## config.mk

```make
export PLATFORM = sky130hd
export DESIGN_NAME = fu_cluster
export DESIGN_NICKNAME = d
export VERILOG_FILES = /design/src/fu_pkg.sv /design/src/alu_unit.sv /design/src/branch_unit.sv /design/src/fu_cluster.sv /design/src/lsu_agu.sv /design/src/mul_unit.sv
export VERILOG_INCLUDE_DIRS = /design/src
export SDC_FILE = /design/constraint.sdc
export NUM_CORES = 2
export LEC_CHECK = 0
export BUFFER_PORTS_ARGS = -buffer_cell sky130_fd_sc_hd__buf_2
export CORE_AREA = 2 2 414 416
export CTS_CLUSTER_DIAMETER = 40
export CTS_CLUSTER_SIZE = 28
export DETAILED_ROUTE_END_ITERATION = 6
export DIE_AREA = 0 0 416 418
export HOLD_SLACK_MARGIN = 0.12
export PLACE_DENSITY_LB_ADDON = 0.1
export SYNTH_ARGS = -nofsm -noshare
export SYNTH_HDL_FRONTEND = slang
export SYNTH_SLANG_ARGS = --single-unit
```

## constraint.sdc

```tcl
create_clock -name clock -period 13.3 [get_ports clock]
set_clock_uncertainty 0.05 [all_clocks]
set_input_delay 1.33 -clock clock [delete_from_list [all_inputs] [get_ports clock]]
set_output_delay 1.33 -clock clock [all_outputs]
set_load 0.02 [all_outputs]
```

## src/fu_params.svh

```systemverilog
`ifndef FU_PARAMS_SVH
`define FU_PARAMS_SVH

// ==============================
// datapath sizing
// ==============================

// integer data width
`define FU_XLEN        32

// physical register file and reorder buffer
`define FU_PHYS_REGS   128
`define FU_ROB_DEPTH   64

// multiplier latency in cycles
`define FU_MUL_STAGES  3

// raw immediate and shift field widths
`define FU_IMM_BITS    12
`define FU_SHAMT_BITS  5

`endif

```

## src/fu_pkg.sv

```systemverilog
`default_nettype none

`include "fu_params.svh"

package fu_pkg;

  // derived widths
  localparam int XLEN         = `FU_XLEN;
  localparam int PRF_TAG_BITS = $clog2(`FU_PHYS_REGS);
  localparam int ROB_IDX_BITS = $clog2(`FU_ROB_DEPTH);

  typedef logic [XLEN-1:0]         word_t;
  typedef logic [PRF_TAG_BITS-1:0] prf_tag_t;
  typedef logic [ROB_IDX_BITS-1:0] rob_idx_t;

  // ==============================
  // operation encodings
  // ==============================

  typedef enum logic [3:0] {
    ALU_ADD  = 4'd0,
    ALU_SUB  = 4'd1,
    ALU_AND  = 4'd2,
    ALU_OR   = 4'd3,
    ALU_XOR  = 4'd4,
    ALU_SLT  = 4'd5,
    ALU_SLTU = 4'd6,
    ALU_SLL  = 4'd7,
    ALU_SRL  = 4'd8,
    ALU_SRA  = 4'd9
  } alu_op_t;

  // same values as funct3 of the M extension
  typedef enum logic [2:0] {
    MF_MUL    = 3'd0,
    MF_MULH   = 3'd1,
    MF_MULHSU = 3'd2,
    MF_MULHU  = 3'd3
  } mul_func_t;

  // ==============================
  // issue, write-back, queue records
  // ==============================

  // imm is the decoded immediate, already a full word
  typedef struct packed {
    logic       valid;
    alu_op_t    alu_op;
    logic [2:0] funct3;
    word_t      src1;
    word_t      src2;
    word_t      imm;
    word_t      pc;
    word_t      npc;
    prf_tag_t   dest_tag;
    rob_idx_t   rob_idx;
    logic       is_load;
    logic       is_store;
    logic       uncond;
  } fu_req_t;

  typedef struct packed {
    logic     valid;
    word_t    value;
    prf_tag_t dest_prf;
    rob_idx_t rob_idx;
    logic     taken;
    logic     is_jump;
    word_t    link_value;
  } fu_wb_t;

  typedef struct packed {
    logic       valid;
    logic       is_store;
    rob_idx_t   rob_idx;
    prf_tag_t   dest_prf;
    word_t      addr;
    word_t      store_data;
    // access size and sign extension
    logic [2:0] funct3;
  } fu_lsq_t;

  // write-back slot map
  localparam int WB_SLOTS = 3;
  localparam int WB_ALU   = 0;
  localparam int WB_MUL   = 1;
  localparam int WB_BR    = 2;

endpackage

`default_nettype wire

```

## src/alu_unit.sv

```systemverilog
`timescale 1ns/1ps
`default_nettype none

`include "fu_params.svh"

module alu_unit (
  input  fu_pkg::fu_req_t req_i,
  output fu_pkg::fu_wb_t  wb_o
);

  import fu_pkg::*;

  word_t                    result;
  logic [`FU_SHAMT_BITS-1:0] shamt;

  // only the low bits of src2 count for shifts
  assign shamt = req_i.src2[`FU_SHAMT_BITS-1:0];

  // ==============================
  // operation select
  // ==============================
  always_comb begin
    case (req_i.alu_op)
      ALU_ADD:  result = req_i.src1 + req_i.src2;
      ALU_SUB:  result = req_i.src1 - req_i.src2;
      ALU_AND:  result = req_i.src1 & req_i.src2;
      ALU_OR:   result = req_i.src1 | req_i.src2;
      ALU_XOR:  result = req_i.src1 ^ req_i.src2;
      // compares give 0 or 1
      ALU_SLT:  result = word_t'($signed(req_i.src1) < $signed(req_i.src2));
      ALU_SLTU: result = word_t'(req_i.src1 < req_i.src2);
      ALU_SLL:  result = req_i.src1 << shamt;
      ALU_SRL:  result = req_i.src1 >> shamt;
      // arithmetic shift keeps the sign
      ALU_SRA:  result = word_t'($signed(req_i.src1) >>> shamt);
      default:  result = '0;
    endcase
  end

  // result record, tags echoed from the request
  always_comb begin
    wb_o.valid      = req_i.valid;
    wb_o.value      = result;
    wb_o.dest_prf   = req_i.dest_tag;
    wb_o.rob_idx    = req_i.rob_idx;
    // not a control-flow op
    wb_o.taken      = 1'b0;
    wb_o.is_jump    = 1'b0;
    wb_o.link_value = '0;
  end

  // issue must never hand us an undefined op
  always_comb begin
    assert (!req_i.valid || (req_i.alu_op inside {ALU_ADD, ALU_SUB, ALU_AND, ALU_OR,
                                                  ALU_XOR, ALU_SLT, ALU_SLTU, ALU_SLL,
                                                  ALU_SRL, ALU_SRA}))
      else $error("alu_unit: illegal alu_op %0d", req_i.alu_op);
  end

endmodule

`default_nettype wire

```

## src/branch_unit.sv

```systemverilog
`timescale 1ns/1ps
`default_nettype none

module branch_unit (
  input  fu_pkg::fu_req_t req_i,
  output fu_pkg::fu_wb_t  wb_o
);

  import fu_pkg::*;

  fu_req_t add_req;
  fu_wb_t  target_wb;
  logic    take;

  // ==============================
  // target adder
  // ==============================

  // reuse the integer ALU as pc + imm
  always_comb begin
    add_req        = req_i;
    add_req.alu_op = ALU_ADD;
    add_req.src1   = req_i.pc;
    add_req.src2   = req_i.imm;
  end

  alu_unit u_target_alu (
    .req_i (add_req),
    .wb_o  (target_wb)
  );

  // ==============================
  // condition evaluation
  // ==============================
  always_comb begin
    if (req_i.uncond) begin
      // jumps always redirect
      take = 1'b1;
    end else begin
      case (req_i.funct3)
        3'b000:  take = (req_i.src1 == req_i.src2);                   // beq
        3'b001:  take = (req_i.src1 != req_i.src2);                   // bne
        3'b100:  take = ($signed(req_i.src1) <  $signed(req_i.src2)); // blt
        3'b101:  take = ($signed(req_i.src1) >= $signed(req_i.src2)); // bge
        3'b110:  take = (req_i.src1 <  req_i.src2);                   // bltu
        3'b111:  take = (req_i.src1 >= req_i.src2);                   // bgeu
        // 010 and 011 are not branches
        default: take = 1'b0;
      endcase
    end
  end

  // target as value, return address as link
  always_comb begin
    wb_o.valid      = req_i.valid;
    wb_o.value      = target_wb.value;
    wb_o.dest_prf   = req_i.dest_tag;
    wb_o.rob_idx    = req_i.rob_idx;
    wb_o.taken      = take;
    wb_o.is_jump    = req_i.uncond;
    wb_o.link_value = req_i.npc;
  end

endmodule

`default_nettype wire

```

## src/fu_cluster.sv

```systemverilog
`timescale 1ns/1ps
`default_nettype none

`include "fu_params.svh"

module fu_cluster (
  input  logic            clock,
  input  logic            reset,
  // one issue port per unit
  input  fu_pkg::fu_req_t alu_req_i,
  input  fu_pkg::fu_req_t mul_req_i,
  input  fu_pkg::fu_req_t ls_req_i,
  input  fu_pkg::fu_req_t br_req_i,
  // write-back bus, one slot per unit
  output fu_pkg::fu_wb_t  wb_o [fu_pkg::WB_SLOTS],
  // toward the load/store queue
  output fu_pkg::fu_lsq_t lsq_o
);

  import fu_pkg::*;

  // ==============================
  // integer ALU, same cycle
  // ==============================
  alu_unit u_alu (
    .req_i (alu_req_i),
    .wb_o  (wb_o[WB_ALU])
  );

  // ==============================
  // multiplier, fixed latency
  // ==============================
  mul_unit #(
    .STAGES (`FU_MUL_STAGES)
  ) u_mul (
    .clock (clock),
    .reset (reset),
    .req_i (mul_req_i),
    .wb_o  (wb_o[WB_MUL])
  );

  // ==============================
  // load/store address unit
  // ==============================

  // goes to the queue, not onto write-back
  lsu_agu u_agu (
    .req_i (ls_req_i),
    .lsq_o (lsq_o)
  );

  // ==============================
  // branch resolution
  // ==============================
  branch_unit u_br (
    .req_i (br_req_i),
    .wb_o  (wb_o[WB_BR])
  );

endmodule

`default_nettype wire

```

## src/lsu_agu.sv

```systemverilog
`timescale 1ns/1ps
`default_nettype none

`include "fu_params.svh"

module lsu_agu (
  input  fu_pkg::fu_req_t req_i,
  output fu_pkg::fu_lsq_t lsq_o
);

  import fu_pkg::*;

  word_t imm_sext;
  word_t addr;

  // ==============================
  // address generation
  // ==============================

  // sign-extend the raw I/S immediate field
  assign imm_sext = {{(XLEN-`FU_IMM_BITS){req_i.imm[`FU_IMM_BITS-1]}},
                     req_i.imm[`FU_IMM_BITS-1:0]};
  assign addr     = req_i.src1 + imm_sext;

  // queue record
  always_comb begin
    lsq_o.valid    = req_i.valid && (req_i.is_load || req_i.is_store);
    lsq_o.is_store = req_i.is_store;
    lsq_o.rob_idx  = req_i.rob_idx;
    lsq_o.addr     = addr;
    // neither flag means no access, fields idle at zero
    lsq_o.dest_prf   = '0;
    lsq_o.store_data = '0;
    lsq_o.funct3     = '0;
    if (req_i.is_load) begin
      // loads need a destination and width/sign
      lsq_o.dest_prf = req_i.dest_tag;
      lsq_o.funct3   = req_i.funct3;
    end else if (req_i.is_store) begin
      // stores carry rs2 as data, no destination
      lsq_o.store_data = req_i.src2;
    end
  end

  // decode marks an op as load or store, not both
  always_comb begin
    assert (!(req_i.is_load && req_i.is_store))
      else $error("lsu_agu: request flagged as both load and store");
  end

endmodule

`default_nettype wire

```

## src/mul_unit.sv

```systemverilog
`timescale 1ns/1ps
`default_nettype none

`include "fu_params.svh"

module mul_unit #(
  parameter int STAGES = `FU_MUL_STAGES
) (
  input  logic            clock,
  input  logic            reset,
  input  fu_pkg::fu_req_t req_i,
  output fu_pkg::fu_wb_t  wb_o
);

  import fu_pkg::*;

  // payload carried down the pipe with its tags
  typedef struct packed {
    logic              take_high;
    logic [2*XLEN-1:0] product;
    prf_tag_t          dest_tag;
    rob_idx_t          rob_idx;
  } mul_data_t;

  mul_func_t          func;
  logic               sign_a;
  logic               sign_b;
  logic signed [XLEN:0]     a_ext;
  logic signed [XLEN:0]     b_ext;
  logic signed [2*XLEN+1:0] product_full;
  mul_data_t          data_in;

  logic [STAGES-1:0]  valid_q;
  mul_data_t          data_q [STAGES];

  // ==============================
  // operand extension and product
  // ==============================
  assign func = mul_func_t'(req_i.funct3);

  // MULH signs both, MULHSU only rs1, MULHU none
  assign sign_a = (func == MF_MULH) || (func == MF_MULHSU);
  assign sign_b = (func == MF_MULH);

  // one extra bit so one signed multiply covers all cases
  assign a_ext        = {sign_a & req_i.src1[XLEN-1], req_i.src1};
  assign b_ext        = {sign_b & req_i.src2[XLEN-1], req_i.src2};
  assign product_full = a_ext * b_ext;

  always_comb begin
    data_in.take_high = (func != MF_MUL);
    data_in.product   = product_full[2*XLEN-1:0];
    data_in.dest_tag  = req_i.dest_tag;
    data_in.rob_idx   = req_i.rob_idx;
  end

  // ==============================
  // pipeline registers
  // ==============================

  // stage valids, cleared on reset
  always_ff @(posedge clock) begin
    if (reset) begin
      valid_q <= '0;
    end else begin
      valid_q[0] <= req_i.valid;
      for (int i = 1; i < STAGES; i++) begin
        valid_q[i] <= valid_q[i-1];
      end
    end
  end

  // product and tags move together
  always_ff @(posedge clock) begin
    data_q[0] <= data_in;
    for (int i = 1; i < STAGES; i++) begin
      data_q[i] <= data_q[i-1];
    end
  end

  // low word for MUL, high word otherwise
  always_comb begin
    wb_o.valid      = valid_q[STAGES-1];
    wb_o.value      = data_q[STAGES-1].take_high ? data_q[STAGES-1].product[2*XLEN-1:XLEN]
                                                 : data_q[STAGES-1].product[XLEN-1:0];
    wb_o.dest_prf   = data_q[STAGES-1].dest_tag;
    wb_o.rob_idx    = data_q[STAGES-1].rob_idx;
    wb_o.taken      = 1'b0;
    wb_o.is_jump    = 1'b0;
    wb_o.link_value = '0;
  end

  // only the four M-extension multiplies come here
  assert property (@(posedge clock) disable iff (reset) req_i.valid |-> req_i.funct3 < 3'd4)
    else $error("mul_unit: funct3 %0d is not a multiply", req_i.funct3);

endmodule

`default_nettype wire

```

==> summary.txt <==
Synthesis
  • Synth area leader: fa_1
  • Post-Synthesis Cells: 6,378
  • Adder-cell share of the synthesized area: 49.5%
  • Synthesized flop and latch total: 237
  • Top cells by area, synth: fa_1 (40%), ha_1 (9.0%), inv_1 (8.6%)
  • Mapped Avg Cell Area: 8.76 um2
  • Mapped cell area: 55,800 um2
  • Number of flops mapped to enable cells by yosys: 0
  • Post-Synth XOR/XNOR Area: 2.26%
  • Ys flop type: dfxtp_1
  • Area fraction of the dominant cell type after synthesis: 40.5%
  • Post-synthesis sequential area ratio: 8.50%
  • Largest family of logic cells by synthesized area: adder cells
  • Post-synthesis compound-gate area fraction: 9.62%
  • Multiplexer share of the synthesized area: 2.74%
  • Synth cell count leaders: inv_1 (1,287), fa_1 (1,129), nand2_1 (852)
  • Simple-gate area share of the yosys netlist: 14.5%
  • Total number of yosys warnings: 0
  • Most frequent cell after synthesis: inv_1
  • Netlist cell types: 86
  • Ys async rst share: 0%

STA
  • Post-layout min period: 9.99 ns
  • Final setup TNS: 0 ns
  • Fmax: 100 MHz
  • Rel. slew slack: 28.2%
  • Fin crit share: 75.1%
  • RSZ-0062 raised after global routing: false
  • Worst-margin pin slew: 1.07 ns
  • Final Slew Violations: 0
  • Hold Vio Cnt, Final: 0
  • Final setup violation count: 0

Setup path
  • Critical Path Max Stage Delay: 0.83 ns
  • CP arrival: 10.45 ns
  • CP max stage cell: fa_1
  • Startpoint types: input port
  • Crit path buf inv count: 6
  • Most used cell, CP: fa_1
  • Critical path type: in2reg
  • CP delay by family, top: adder cells
  • Maximum fanout along the worst path: 34
  • Critical Path Sink Type: flip-flop
  • WP data required: 13.76 ns

Route
  • Routed Antenna Nets: 0
  • Number of detailed-route iterations in the first pass: 7
  • Routed WL: 203 mm
  • Vias: 44,152
  • # DRC: 2
  • Via density per instance: 4.97
  • Detailed Route Iter0 Violations: 2,904
  • DR WL/cell: 22.9 um

Status
  • Status: finished with violations
  • Failing checks: design-rule violations

GRT
  • Gr usage total: 23.3%
  • First-pass GRT wire length: 303 mm
  • Antenna violations before repair: 30
  • GRT Residual Overflow: 0
  • Vias in the first global route: 46,513
  • Largest net degree at the start of global routing: 65

Clock network
  • CTS root buf: clkbuf_16
  • Setup bufs post-CTS: 0
  • Clk_lat worst skew: 0.61 ns
  • Post_cts resized: 0
  • Clock Path Buffers: 3
  • TritonCTS clock tree: built
  • Total CTS buffers: 28
  • Hold-fix buffers, CTS: 0
  • Clk slew on worst S/H paths: 0.07 ns
  • Sinks on Clock Net: 237
  • H-tree Lvls: 1

Floorplanning
  • Die width: 416 um
  • Starting density of the core: 33.0%
  • Die area: 174,000 um2
  • Core area: 169,000 um2
  • DIE HEIGHT: 418 um
  • Std-Cell Rows: 151
  • Ports: 1,060

Hold path
  • HP Class: reg2reg

Placed design
  • Buffers on Ports: 559
  • Gpl congestion: 0.919
  • Post-DP HPWL: 165 mm

Finish
  • Area grow syn2layout: 9.00%
  • Layout cell share with drive strength beyond 1: 11.5%
  • Nets: 8,898

Flow run
  • Max cap viols: 0
==> cells by family (layout without fill, tap and decap cells) <==
family	Yosys count	count (layout)
other cells	1	78
fa+ha+maj	1532	1532
flops	237	237
xor+xnor	144	144
simple gates	1748	1748
compound gates	840	840
mux	119	119
buf+inv	1757	1961
==> layout by cell type, fill, tap and decap left out, types with 39 or more instances in the layout <==
cell type and instances:
nor2_1 244, and2_1 391, xnor2_1 98, mux2_2 39, buf_2 558, a21o_1 76
o21ai_0 194, fa_1 1129, inv_1 1286, xor2_1 46, nor3_1 48, ha_1 403
dfxtp_1 236, conb_1 68, buf_4 62, a21oi_1 233, nand2_1 852, mux2i_1 57
==> flip-flops by register name, summed over array words and instances, names as in the netlist <==
register       cells
u_mul.valid_q      3
u_mul.data_q     234
==> through the flow <==
| stage | hold WS, ns | utilization (%) | worst slack, ns | cell area [um2] | instances |
|---|---|---|---|---|---|
| CTS | 0.234 | 36.0 | 3.22 | 60800 | 8867 |
| finish | 0.253 | 36.0 | 3.31 | 60900 | 8877 |
| floorplan | 0.260 | - | 4.25 | 56100 | 6445 |
| global route | 0.242 | 36.0 | 2.72 | 60800 | 8867 |
| global placement | 0.261 | 35.4 | 2.57 | 59800 | 8816 |
| detailed placement | 0.262 | 35.4 | 2.60 | 59800 | 8816 |
==> final timing paths <==
kind                   startpoint                    to  slack (ns)  cells after the start
min          u_mul.data_q[0][118]  u_mul.data_q[0][196]        0.25                      0
max                mul_req_i[175]   u_mul.data_q[0][72]        3.31                     27
max reg2reg   u_mul.data_q[0][78]  u_mul.data_q[0][156]       12.73                      0
min reg2reg  u_mul.data_q[0][118]  u_mul.data_q[0][196]        0.25                      0
==> final cells by class <==
| cell class | count | area, um2 |
|---|---|---|
| fillers | 17788 | 108000 |
| multi-input cells | 4451 | 44200 |
| inverters | 1290 | 4840 |
| flip-flops and latches | 237 | 4750 |
| repair buffers | 620 | 3260 |
| well taps | 2218 | 2780 |
| clock buffers | 30 | 708 |
| clock inverters | 21 | 325 |
| diodes | 10 | 25.0 |
==> layer usage <==
metal  GRT usage (%)  part of all wire (%)
met1            31.8                    44
met2            38.2                    46
met3            4.97                   7.5
met4            3.84                   1.8
met5           0.278                  0.10
Power is left out: the tool's default activity adds up to more than one toggle a clock period on the data nets, which glitch-free logic cannot reach.
